## src/hw/calc_pkg.sv

```systemverilog
`default_nettype none

package calc_pkg;

    // switch bank widths
    localparam int digit_keys_w = 12;
    localparam int op_keys_w    = 8;

    // pad bit of each digit, indexed by digit value
    localparam logic [3:0] digit_key_bit [10] = '{
        4'd1, 4'd11, 4'd10, 4'd9, 4'd8, 4'd7, 4'd6, 4'd5, 4'd4, 4'd3
    };

    // operator switch bits
    localparam int op_bit_add = 7;
    localparam int op_bit_sub = 6;
    localparam int op_bit_mul = 5;
    localparam int op_bit_equ = 0;

    typedef logic [1:0] op_t;

    localparam op_t op_add = 2'd0;
    localparam op_t op_sub = 2'd1;
    localparam op_t op_mul = 2'd2;
    localparam op_t op_equ = 2'd3;

    localparam int value_w    = 32;
    localparam int bcd_digits = 10;
    localparam int line_len   = 16;

    localparam logic [7:0] ascii_0     = 8'h30;
    localparam logic [7:0] ascii_blank = 8'h20;
    localparam logic [7:0] ascii_minus = 8'h2D;

    // hd44780 style command bytes
    localparam logic [7:0] cmd_function_set = 8'h3C;
    localparam logic [7:0] cmd_display_on   = 8'h0C;
    localparam logic [7:0] cmd_entry_mode   = 8'h06;
    localparam logic [7:0] cmd_line2_addr   = 8'hC0;

    // sequencer timing in clock cycles
    localparam logic [15:0] t_power_up    = 16'd40;
    localparam logic [15:0] t_cmd_hold    = 16'd8;
    localparam logic [15:0] t_refresh_gap = 16'd64;

    // lcd sequencer states
    localparam int lcd_state_w = 3;

    localparam logic [lcd_state_w-1:0] st_power_up = 3'd0;
    localparam logic [lcd_state_w-1:0] st_func     = 3'd1;
    localparam logic [lcd_state_w-1:0] st_disp     = 3'd2;
    localparam logic [lcd_state_w-1:0] st_entry    = 3'd3;
    localparam logic [lcd_state_w-1:0] st_addr     = 3'd4;
    localparam logic [lcd_state_w-1:0] st_char     = 3'd5;
    localparam logic [lcd_state_w-1:0] st_gap      = 3'd6;

endpackage

`default_nettype wire
```

## src/hw/calc_top.sv

```systemverilog
`timescale 1ns/100ps
`default_nettype none

module calc_top import calc_pkg::*; (
    input  logic                    rst,
    input  logic                    clk_100hz,
    input  logic [digit_keys_w-1:0] swp,
    input  logic [op_keys_w-1:0]    swd,
    output logic                    lcd_e,
    output logic                    lcd_rs,
    output logic                    lcd_rw,
    output logic [7:0]              lcd_data
);

    logic                    digit_stb;
    logic [3:0]              digit;
    logic                    op_stb;
    op_t                     op;
    logic [value_w-1:0]      result;
    logic                    result_stb;
    logic [4*bcd_digits-1:0] bcd;
    logic                    negative;
    logic                    done;
    logic [3:0]              char_index;
    logic [7:0]              char;

    key_decoder key_decoder_inst (
        .rst       (rst),
        .clk_100hz (clk_100hz),
        .swp       (swp),
        .swd       (swd),
        .digit_stb (digit_stb),
        .digit     (digit),
        .op_stb    (op_stb),
        .op        (op)
    );

    calc_datapath calc_datapath_inst (
        .rst        (rst),
        .clk_100hz  (clk_100hz),
        .digit_stb  (digit_stb),
        .digit      (digit),
        .op_stb     (op_stb),
        .op         (op),
        .result     (result),
        .result_stb (result_stb)
    );

    bin_to_bcd bin_to_bcd_inst (
        .rst        (rst),
        .clk_100hz  (clk_100hz),
        .result     (result),
        .result_stb (result_stb),
        .bcd        (bcd),
        .negative   (negative),
        .done       (done)
    );

    result_line result_line_inst (
        .rst        (rst),
        .clk_100hz  (clk_100hz),
        .bcd        (bcd),
        .negative   (negative),
        .done       (done),
        .char_index (char_index),
        .char       (char)
    );

    lcd_controller lcd_controller_inst (
        .rst        (rst),
        .clk_100hz  (clk_100hz),
        .char_index (char_index),
        .char       (char),
        .lcd_e      (lcd_e),
        .lcd_rs     (lcd_rs),
        .lcd_rw     (lcd_rw),
        .lcd_data   (lcd_data)
    );

endmodule

`default_nettype wire

```

## src/hw/lcd_controller.sv

```systemverilog
`timescale 1ns/100ps
`default_nettype none

module lcd_controller import calc_pkg::*; (
    input  logic       rst,
    input  logic       clk_100hz,
    output logic [3:0] char_index,
    input  logic [7:0] char,
    output logic       lcd_e,
    output logic       lcd_rs,
    output logic       lcd_rw,
    output logic [7:0] lcd_data
);

    logic [lcd_state_w-1:0] state;
    logic [15:0]            hold_cnt;
    logic [15:0]            hold_len;
    logic                   hold_last;
    logic                   in_write;
    logic                   wr_rs;
    logic [7:0]             wr_data;

    // bus value and duration of the current state
    always_comb
    begin
        in_write = 1'b1;
        wr_rs    = 1'b0;
        wr_data  = 8'h00;
        hold_len = t_cmd_hold;
        case (state)
            st_func:  wr_data = cmd_function_set;
            st_disp:  wr_data = cmd_display_on;
            st_entry: wr_data = cmd_entry_mode;
            st_addr:  wr_data = cmd_line2_addr;
            st_char:
            begin
                wr_rs   = 1'b1;
                wr_data = char;
            end
            st_gap:
            begin
                in_write = 1'b0;
                hold_len = t_refresh_gap;
            end
            default:
            begin
                in_write = 1'b0;
                hold_len = t_power_up;
            end
        endcase
    end

    assign hold_last = (hold_cnt == hold_len - 16'd1);

    always_ff @(posedge rst or posedge clk_100hz)
    begin
        if (clk_100hz)
        begin
            state      <= st_power_up;
            hold_cnt   <= '0;
            char_index <= '0;
        end
        else if (hold_last)
        begin
            hold_cnt <= '0;
            case (state)
                st_power_up: state <= st_func;
                st_func:     state <= st_disp;
                st_disp:     state <= st_entry;
                st_entry:    state <= st_addr;
                st_addr:     state <= st_char;
                st_char:
                begin
                    // index wraps back to 0 after the last column
                    char_index <= char_index + 4'd1;
                    if (char_index == 4'(line_len - 1))
                        state <= st_gap;
                end
                default:     state <= st_addr;
            endcase
        end
        else
        begin
            hold_cnt <= hold_cnt + 16'd1;
        end
    end

    // bus loads once per write, enable pulses mid-hold
    always_ff @(posedge rst or posedge clk_100hz)
    begin
        if (clk_100hz)
        begin
            lcd_e    <= 1'b0;
            lcd_rs   <= 1'b1;
            lcd_rw   <= 1'b1;
            lcd_data <= 8'h00;
        end
        else
        begin
            lcd_e <= in_write && (hold_cnt == t_cmd_hold / 2);
            if (in_write && hold_cnt == 16'd0)
            begin
                lcd_rs   <= wr_rs;
                lcd_rw   <= 1'b0;
                lcd_data <= wr_data;
            end
        end
    end

    a_data_stable: assert property (@(posedge rst) disable iff (clk_100hz)
        lcd_e |-> $stable(lcd_data) ##1 $stable(lcd_data));

endmodule

`default_nettype wire

```

## src/hw/result_line.sv

```systemverilog
`timescale 1ns/100ps
`default_nettype none

module result_line import calc_pkg::*; (
    input  logic                    rst,
    input  logic                    clk_100hz,
    input  logic [4*bcd_digits-1:0] bcd,
    input  logic                    negative,
    input  logic                    done,
    input  logic [3:0]              char_index,
    output logic [7:0]              char
);

    logic [7:0] line_buf [line_len];
    logic [7:0] line_next [line_len];

    always_comb
    begin
        int msd;
        int pos;
        // highest nonzero digit, digit 0 stays visible for a zero result
        msd = 0;
        for (int i = 0; i < bcd_digits; i++)
        begin
            if (bcd[4*i +: 4] != 4'd0)
                msd = i;
        end
        for (int c = 0; c < line_len; c++)
        begin
            // digit index shown in this column, right aligned
            pos = line_len - 1 - c;
            if (pos <= msd)
                line_next[c] = ascii_0 + {4'h0, bcd[4*pos +: 4]};
            else if (negative && pos == msd + 1)
                line_next[c] = ascii_minus;
            else
                line_next[c] = ascii_blank;
        end
    end

    always_ff @(posedge rst or posedge clk_100hz)
    begin
        if (clk_100hz)
        begin
            for (int c = 0; c < line_len; c++)
                line_buf[c] <= ascii_blank;
        end
        else if (done)
        begin
            line_buf <= line_next;
        end
    end

    assign char = line_buf[char_index];

endmodule

`default_nettype wire

```

## src/hw/bin_to_bcd.sv

```systemverilog
`timescale 1ns/100ps
`default_nettype none

module bin_to_bcd import calc_pkg::*; (
    input  logic                    rst,
    input  logic                    clk_100hz,
    input  logic [value_w-1:0]      result,
    input  logic                    result_stb,
    output logic [4*bcd_digits-1:0] bcd,
    output logic                    negative,
    output logic                    done
);

    logic [value_w-1:0]         mag;
    logic [4*bcd_digits-1:0]    bcd_adj;
    logic [$clog2(value_w)-1:0] step;
    logic                       busy;
    logic                       last_step;

    // add 3 to every digit of 5 or more before the shift
    always_comb
    begin
        for (int i = 0; i < bcd_digits; i++)
        begin
            if (bcd[4*i +: 4] >= 4'd5)
                bcd_adj[4*i +: 4] = bcd[4*i +: 4] + 4'd3;
            else
                bcd_adj[4*i +: 4] = bcd[4*i +: 4];
        end
    end

    assign last_step = (int'(step) == value_w - 1);

    always_ff @(posedge rst or posedge clk_100hz)
    begin
        if (clk_100hz)
        begin
            busy <= 1'b0;
            step <= '0;
            done <= 1'b0;
        end
        else
        begin
            done <= 1'b0;
            if (result_stb)
            begin
                busy <= 1'b1;
                step <= '0;
            end
            else if (busy)
            begin
                step <= step + 1'b1;
                if (last_step)
                begin
                    busy <= 1'b0;
                    done <= 1'b1;
                end
            end
        end
    end

    // sign and magnitude, the most negative value still fits unsigned
    always_ff @(posedge rst)
    begin
        if (result_stb)
        begin
            negative <= result[value_w-1];
            mag      <= result[value_w-1] ? -result : result;
            bcd      <= '0;
        end
        else if (busy)
        begin
            bcd <= {bcd_adj[4*bcd_digits-2:0], mag[value_w-1]};
            mag <= mag << 1;
        end
    end

    a_no_restart: assert property (@(posedge rst) disable iff (clk_100hz)
        result_stb |-> !busy);

endmodule

`default_nettype wire

```

## src/hw/calc_datapath.sv

```systemverilog
`timescale 1ns/100ps
`default_nettype none

module calc_datapath import calc_pkg::*; (
    input  logic               rst,
    input  logic               clk_100hz,
    input  logic               digit_stb,
    input  logic [3:0]         digit,
    input  logic               op_stb,
    input  op_t                op,
    output logic [value_w-1:0] result,
    output logic               result_stb
);

    logic [value_w-1:0] term;
    logic [value_w-1:0] acc;
    op_t                pend;
    logic [value_w-1:0] acc_next;
    logic               is_equ;

    // pending operation on accumulator and term, all wrapping
    always_comb
    begin
        case (pend)
            op_sub:  acc_next = acc - term;
            op_mul:  acc_next = acc * term;
            default: acc_next = acc + term;
        endcase
    end

    assign is_equ = (op == op_equ);

    always_ff @(posedge rst or posedge clk_100hz)
    begin
        if (clk_100hz)
        begin
            term       <= '0;
            acc        <= '0;
            pend       <= op_add;
            result_stb <= 1'b0;
        end
        else
        begin
            result_stb <= 1'b0;
            if (digit_stb)
            begin
                term <= term * 10 + value_w'(digit);
            end
            else if (op_stb)
            begin
                acc        <= acc_next;
                term       <= '0;
                // equals leaves the result as the first operand of an add
                pend       <= is_equ ? op_add : op;
                result_stb <= is_equ;
            end
        end
    end

    always_ff @(posedge rst)
    begin
        if (op_stb && is_equ)
            result <= acc_next;
    end

endmodule

`default_nettype wire

```

## src/hw/key_decoder.sv

```systemverilog
`timescale 1ns/100ps
`default_nettype none

module key_decoder import calc_pkg::*; (
    input  logic                    rst,
    input  logic                    clk_100hz,
    input  logic [digit_keys_w-1:0] swp,
    input  logic [op_keys_w-1:0]    swd,
    output logic                    digit_stb,
    output logic [3:0]              digit,
    output logic                    op_stb,
    output op_t                     op
);

    logic [digit_keys_w-1:0] swp_q;
    logic [digit_keys_w-1:0] swp_prev;
    logic [op_keys_w-1:0]    swd_q;
    logic [op_keys_w-1:0]    swd_prev;
    logic                    digit_hit;
    logic [3:0]              digit_code;
    logic                    op_hit;
    op_t                     op_code;
    logic                    digit_edge;
    logic                    op_edge;

    // map the pad bit back to its digit value
    always_comb
    begin
        digit_hit  = 1'b0;
        digit_code = 4'd0;
        for (int d = 0; d < $size(digit_key_bit); d++)
        begin
            if (swp_q[digit_key_bit[d]])
            begin
                digit_hit  = 1'b1;
                digit_code = 4'(d);
            end
        end
    end

    always_comb
    begin
        if (swd_q[op_bit_add])
            op_code = op_add;
        else if (swd_q[op_bit_sub])
            op_code = op_sub;
        else if (swd_q[op_bit_mul])
            op_code = op_mul;
        else
            op_code = op_equ;
    end

    assign op_hit = swd_q[op_bit_add] | swd_q[op_bit_sub] | swd_q[op_bit_mul] |
                    swd_q[op_bit_equ];

    // a new valid one-hot code counts as a press
    assign digit_edge = $onehot(swp_q) && digit_hit && (swp_q != swp_prev);
    assign op_edge    = $onehot(swd_q) && op_hit && (swd_q != swd_prev);

    always_ff @(posedge rst or posedge clk_100hz)
    begin
        if (clk_100hz)
        begin
            swp_q     <= '0;
            swp_prev  <= '0;
            swd_q     <= '0;
            swd_prev  <= '0;
            digit_stb <= 1'b0;
            op_stb    <= 1'b0;
        end
        else
        begin
            swp_q     <= swp;
            swp_prev  <= swp_q;
            swd_q     <= swd;
            swd_prev  <= swd_q;
            digit_stb <= digit_edge;
            // digit has priority, the operator press is lost
            op_stb    <= op_edge && !digit_edge;
        end
    end

    always_ff @(posedge rst)
    begin
        if (digit_edge)
            digit <= digit_code;
        if (op_edge)
            op <= op_code;
    end

    a_one_strobe: assert property (@(posedge rst) disable iff (clk_100hz)
        !(digit_stb && op_stb));

endmodule

`default_nettype wire

```

## config.mk

```make
export PLATFORM = sky130hd
export DESIGN_NAME = calc_top
export DESIGN_NICKNAME = d
export VERILOG_FILES = /design/src/hw/calc_pkg.sv /design/src/hw/calc_top.sv /design/src/hw/lcd_controller.sv /design/src/hw/result_line.sv /design/src/hw/bin_to_bcd.sv /design/src/hw/calc_datapath.sv /design/src/hw/key_decoder.sv
export SDC_FILE = /design/constraint.sdc
export NUM_CORES = 2
export LEC_CHECK = 0
export BUFFER_PORTS_ARGS = -buffer_cell sky130_fd_sc_hd__buf_2
export CAP_MARGIN = 20
export CORE_MARGIN = 4
export CORE_UTILIZATION = 60
export DETAILED_ROUTE_END_ITERATION = 6
export PLACE_DENSITY_LB_ADDON = 0.12
export SLEW_MARGIN = 20
export SYNTH_ARGS = -nofsm -noshare
export SYNTH_HDL_FRONTEND = slang
export SYNTH_SLANG_ARGS = --single-unit
```

## constraint.sdc

```tcl
create_clock -name rst -period 14.45 [get_ports rst]
set_clock_uncertainty 0.15 [all_clocks]
set_input_delay 1.445 -clock rst [delete_from_list [all_inputs] [get_ports rst]]
set_output_delay 1.445 -clock rst [all_outputs]
set_load 0.01 [all_outputs]
```

==> flow_summary.ini <==
[outcome]
status = finished, final reports clean

[drt]
num_vias = 27000
wl_mm = 92.1
wl_met2_mm = 44.7
dr_wl_met3_mm = 6.35
route.detailed.drc = 0
wl_met1_mm = 37.9
first_iter_violations = 2046
ant_nets = 0
wl_per_cell_um = 19.9
top_layer = met4
routed_via_density = 5.84
first_pass_iters = 6

[yosys]
syn_nets = 4593
synth_edf_count = 71
synth_seq_area_share_pct = 22.6
synth.distinct_cells = 96
yosys_most_used_dff = dfrtp_1
yosys_warnings = 0
synth_top_area_share_pct = 23.7
syn_area_mm2 = 0.0357
yosys.area.top_type = fa_1
synthArstFlopShare_pct = 64.9
syn_inst = 3886
synth_top_cells_by_area = fa_1 (24%), dfrtp_1 (14%), ha_1 (9.2%), edfxtp_1 (6.0%), and2_1 (5.6%)
avgSynthCellArea_um2 = 9.19
ys_seq_elements = 316

[critical_path]
crit_fanout = 25
cpMaxStageDelayCell = dfrtp_1
required_ns = 14.63
crit_type = reg -> reg
critical-path-top-delay-family = adder cells
cpPeakStageDelay_ns = 1.09
crit_path_start_kind = flip-flop
cp_common_cell = fa_1
r2r_cells = 26
path_buf_inv = 6
endpoint_kind = flip-flop
worstPathArrival_ns = 8.40
cp.depth = 26

[sta]
maxSlewViolCount = 0
period_share_pct = 56.9
worst_pin_slew_ns = 1.12
setup_viol = 0
rsz0062_at_grt = false
period_needed_ns = 8.22
fmax_mhz = 122
finalSetupTns_ns = 0
finalHoldViolCount = 0
slew_headroom_pct = 25.1

[placed_design]
hpwlAfterDp_mm = 67.5
io_buffers = 32
postPlaceCellArea_mm2 = 0.0365
place_congestion = 0.931

[global_routing]
antenna_found_initial = 1
grt_overflow = 0
grt.total_usage_pct = 29.7
grt_pass1_vias = 27900
grt_pass1_wl_mm = 150
grt_max_degree = 112

[die]
ios = 33
rows = 89
die_w_um = 252
core_area_mm2 = 0.0590
die_height_um = 252
start_util_pct = 60.5
die-area_mm2 = 0.0635

[cts]
worstSkewPairLatency_ns = 0.58
clock_path_buffers = 3
path_clk_slew_ns = 0.06
cts_sinks = 316
root_buffer = clkbuf_16
post_cts_resized = 0
ctsHtreeMaxLevel = 2
cts_tree = built
hold_buffers = 0
post_cts.repair.setup_buffers = 0
cts_buffers = 37

[finish]
layout_common_cells = inv_1 (517), nand2_1 (446), fa_1 (422)
final_nets = 4525
syn_to_final_growth_pct = 5.94
fill_cells = 4995
final_common_cell = inv_1
drive_above_1_share_pct = 5.90
final_area_mm2 = 0.0378

[min_path]
min_path_type = reg -> reg
whs_path_depth = 0

[run]
drv_cap = 0
==> area by class of cell <==
type	count	area, um2	share of cell area, %
Sequential cell	316	8070	21.3
Antenna cell	1	2.50	0.00661
Clock inverter	19	251	0.665
Tap cell	773	967	2.56
Timing Repair Buffer	83	587	1.55
Inverter	520	1960	5.18
Multi-Input combinational cell	2860	25000	66.0
Clock buffer	49	1020	2.70
==> sequential cells by signal, indices dropped and copies added, names as in the netlist, 5 cells and up <==
register	count
lcd_controller_inst.lcd_data	7
result_line_inst.line_buf	56
key_decoder_inst.swp_q	12
calc_datapath_inst.result	32
key_decoder_inst.swd_q	8
calc_datapath_inst.acc	32
bin_to_bcd_inst.mag	32
calc_datapath_inst.term	32
key_decoder_inst.swd_prev	8
bin_to_bcd_inst.bcd	40
bin_to_bcd_inst.step	5
lcd_controller_inst.hold_cnt	16
key_decoder_inst.swp_prev	12
==> cells in the mapped netlist (all sizes together) (18+ instances only) <==
cell	instances
dfxtp	40
a31oi	19
nor2b	27
dfrtp	203
a21o	45
inv	519
nor2	214
xnor2	159
nand3	59
o21a	18
a21oi	169
xor2	112
nor3	46
o22ai	26
o21ai	114
nand2	446
edfxtp	71
nand2b	34
clkbuf	167
nand4	26
mux2	26
ha	263
mux2i	30
o31ai	20
fa	422
nor4	21
and3	21
and2	320
buf	23
==> metrics by stage <==
stage               utilization, %  hold slack, ns  instances  worst slack, ns
floorplan                        -           0.245       3886             7.01
global placement              61.9           0.267       4550             6.20
detailed placement            61.9           0.266       4550             6.36
CTS                           64.0           0.279       4618             6.35
global route                  64.1           0.295       4620             5.84
finish                        64.1           0.276       4621             6.23
==> logic make-up after synthesis <==
| group | Yosys count | share of synthesized area, % |
|---|---|---|
| AO/OA/AOI/OAI | 544 | 9.90 |
| XOR/XNOR | 271 | 6.65 |
| adder cells (fa/ha/maj) | 685 | 32.9 |
| buffers and inverters | 710 | 7.51 |
| flip-flops | 316 | 22.6 |
| multiplexers | 71 | 2.61 |
| AND/OR/NAND/NOR | 1289 | 17.9 |
==> final timing paths <==
kind / startpoint / endpoint / slack, ns
min reg2reg: key_decoder_inst.swd_q[2]$_DFF_PP0_ / key_decoder_inst.swd_prev[2]$_DFF_PP0_ / 0.28
max in group asynchronous: clk_100hz / lcd_controller_inst.hold_cnt[13]$_DFF_PP0_ / 12.07
max: calc_datapath_inst.term[13]$_DFFE_PP0P_ / calc_datapath_inst.result[31]$_DFFE_PP_ / 6.23
min in group asynchronous: clk_100hz / result_line_inst.line_buf[34]$_DFFE_PP0P_ / 0.78
min: key_decoder_inst.swd_q[2]$_DFF_PP0_ / key_decoder_inst.swd_prev[2]$_DFF_PP0_ / 0.28
max reg2reg: calc_datapath_inst.term[13]$_DFFE_PP0P_ / calc_datapath_inst.result[31]$_DFFE_PP_ / 6.23
==> layer usage <==
layer / track usage (%) / vias to the layer above
li1: - / 12500
met1: 39.3 / 13500
met2: 50.6 / 867
met3: 4.76 / 182
met4: 9.73 / 0
met5: 0 / -
==> worst register-to-register path, cell delays in order (launching register included) <==
cell      delay [ns]
dfrtp_1         1.09
and2_1          0.27
fa_1            0.39
inv_1           0.09
fa_1            0.17
inv_1           0.07
fa_1            0.54
inv_1           0.06
fa_1            0.53
inv_1           0.05
fa_1            0.51
fa_1            0.44
fa_1            0.54
inv_1           0.05
fa_1            0.55
inv_1           0.05
ha_1            0.34
a21o_1          0.20
a21oi_1         0.14
nor2b_1         0.07
o41ai_1         0.33
nand3_1         0.32
a311oi_1        0.55
o21ai_0         0.20
xnor2_1         0.15
nand2_1         0.09
nand2_1         0.06
Power is left out: the tool's default activity adds up to more than one toggle a clock period on the data nets, which glitch-free logic cannot reach.
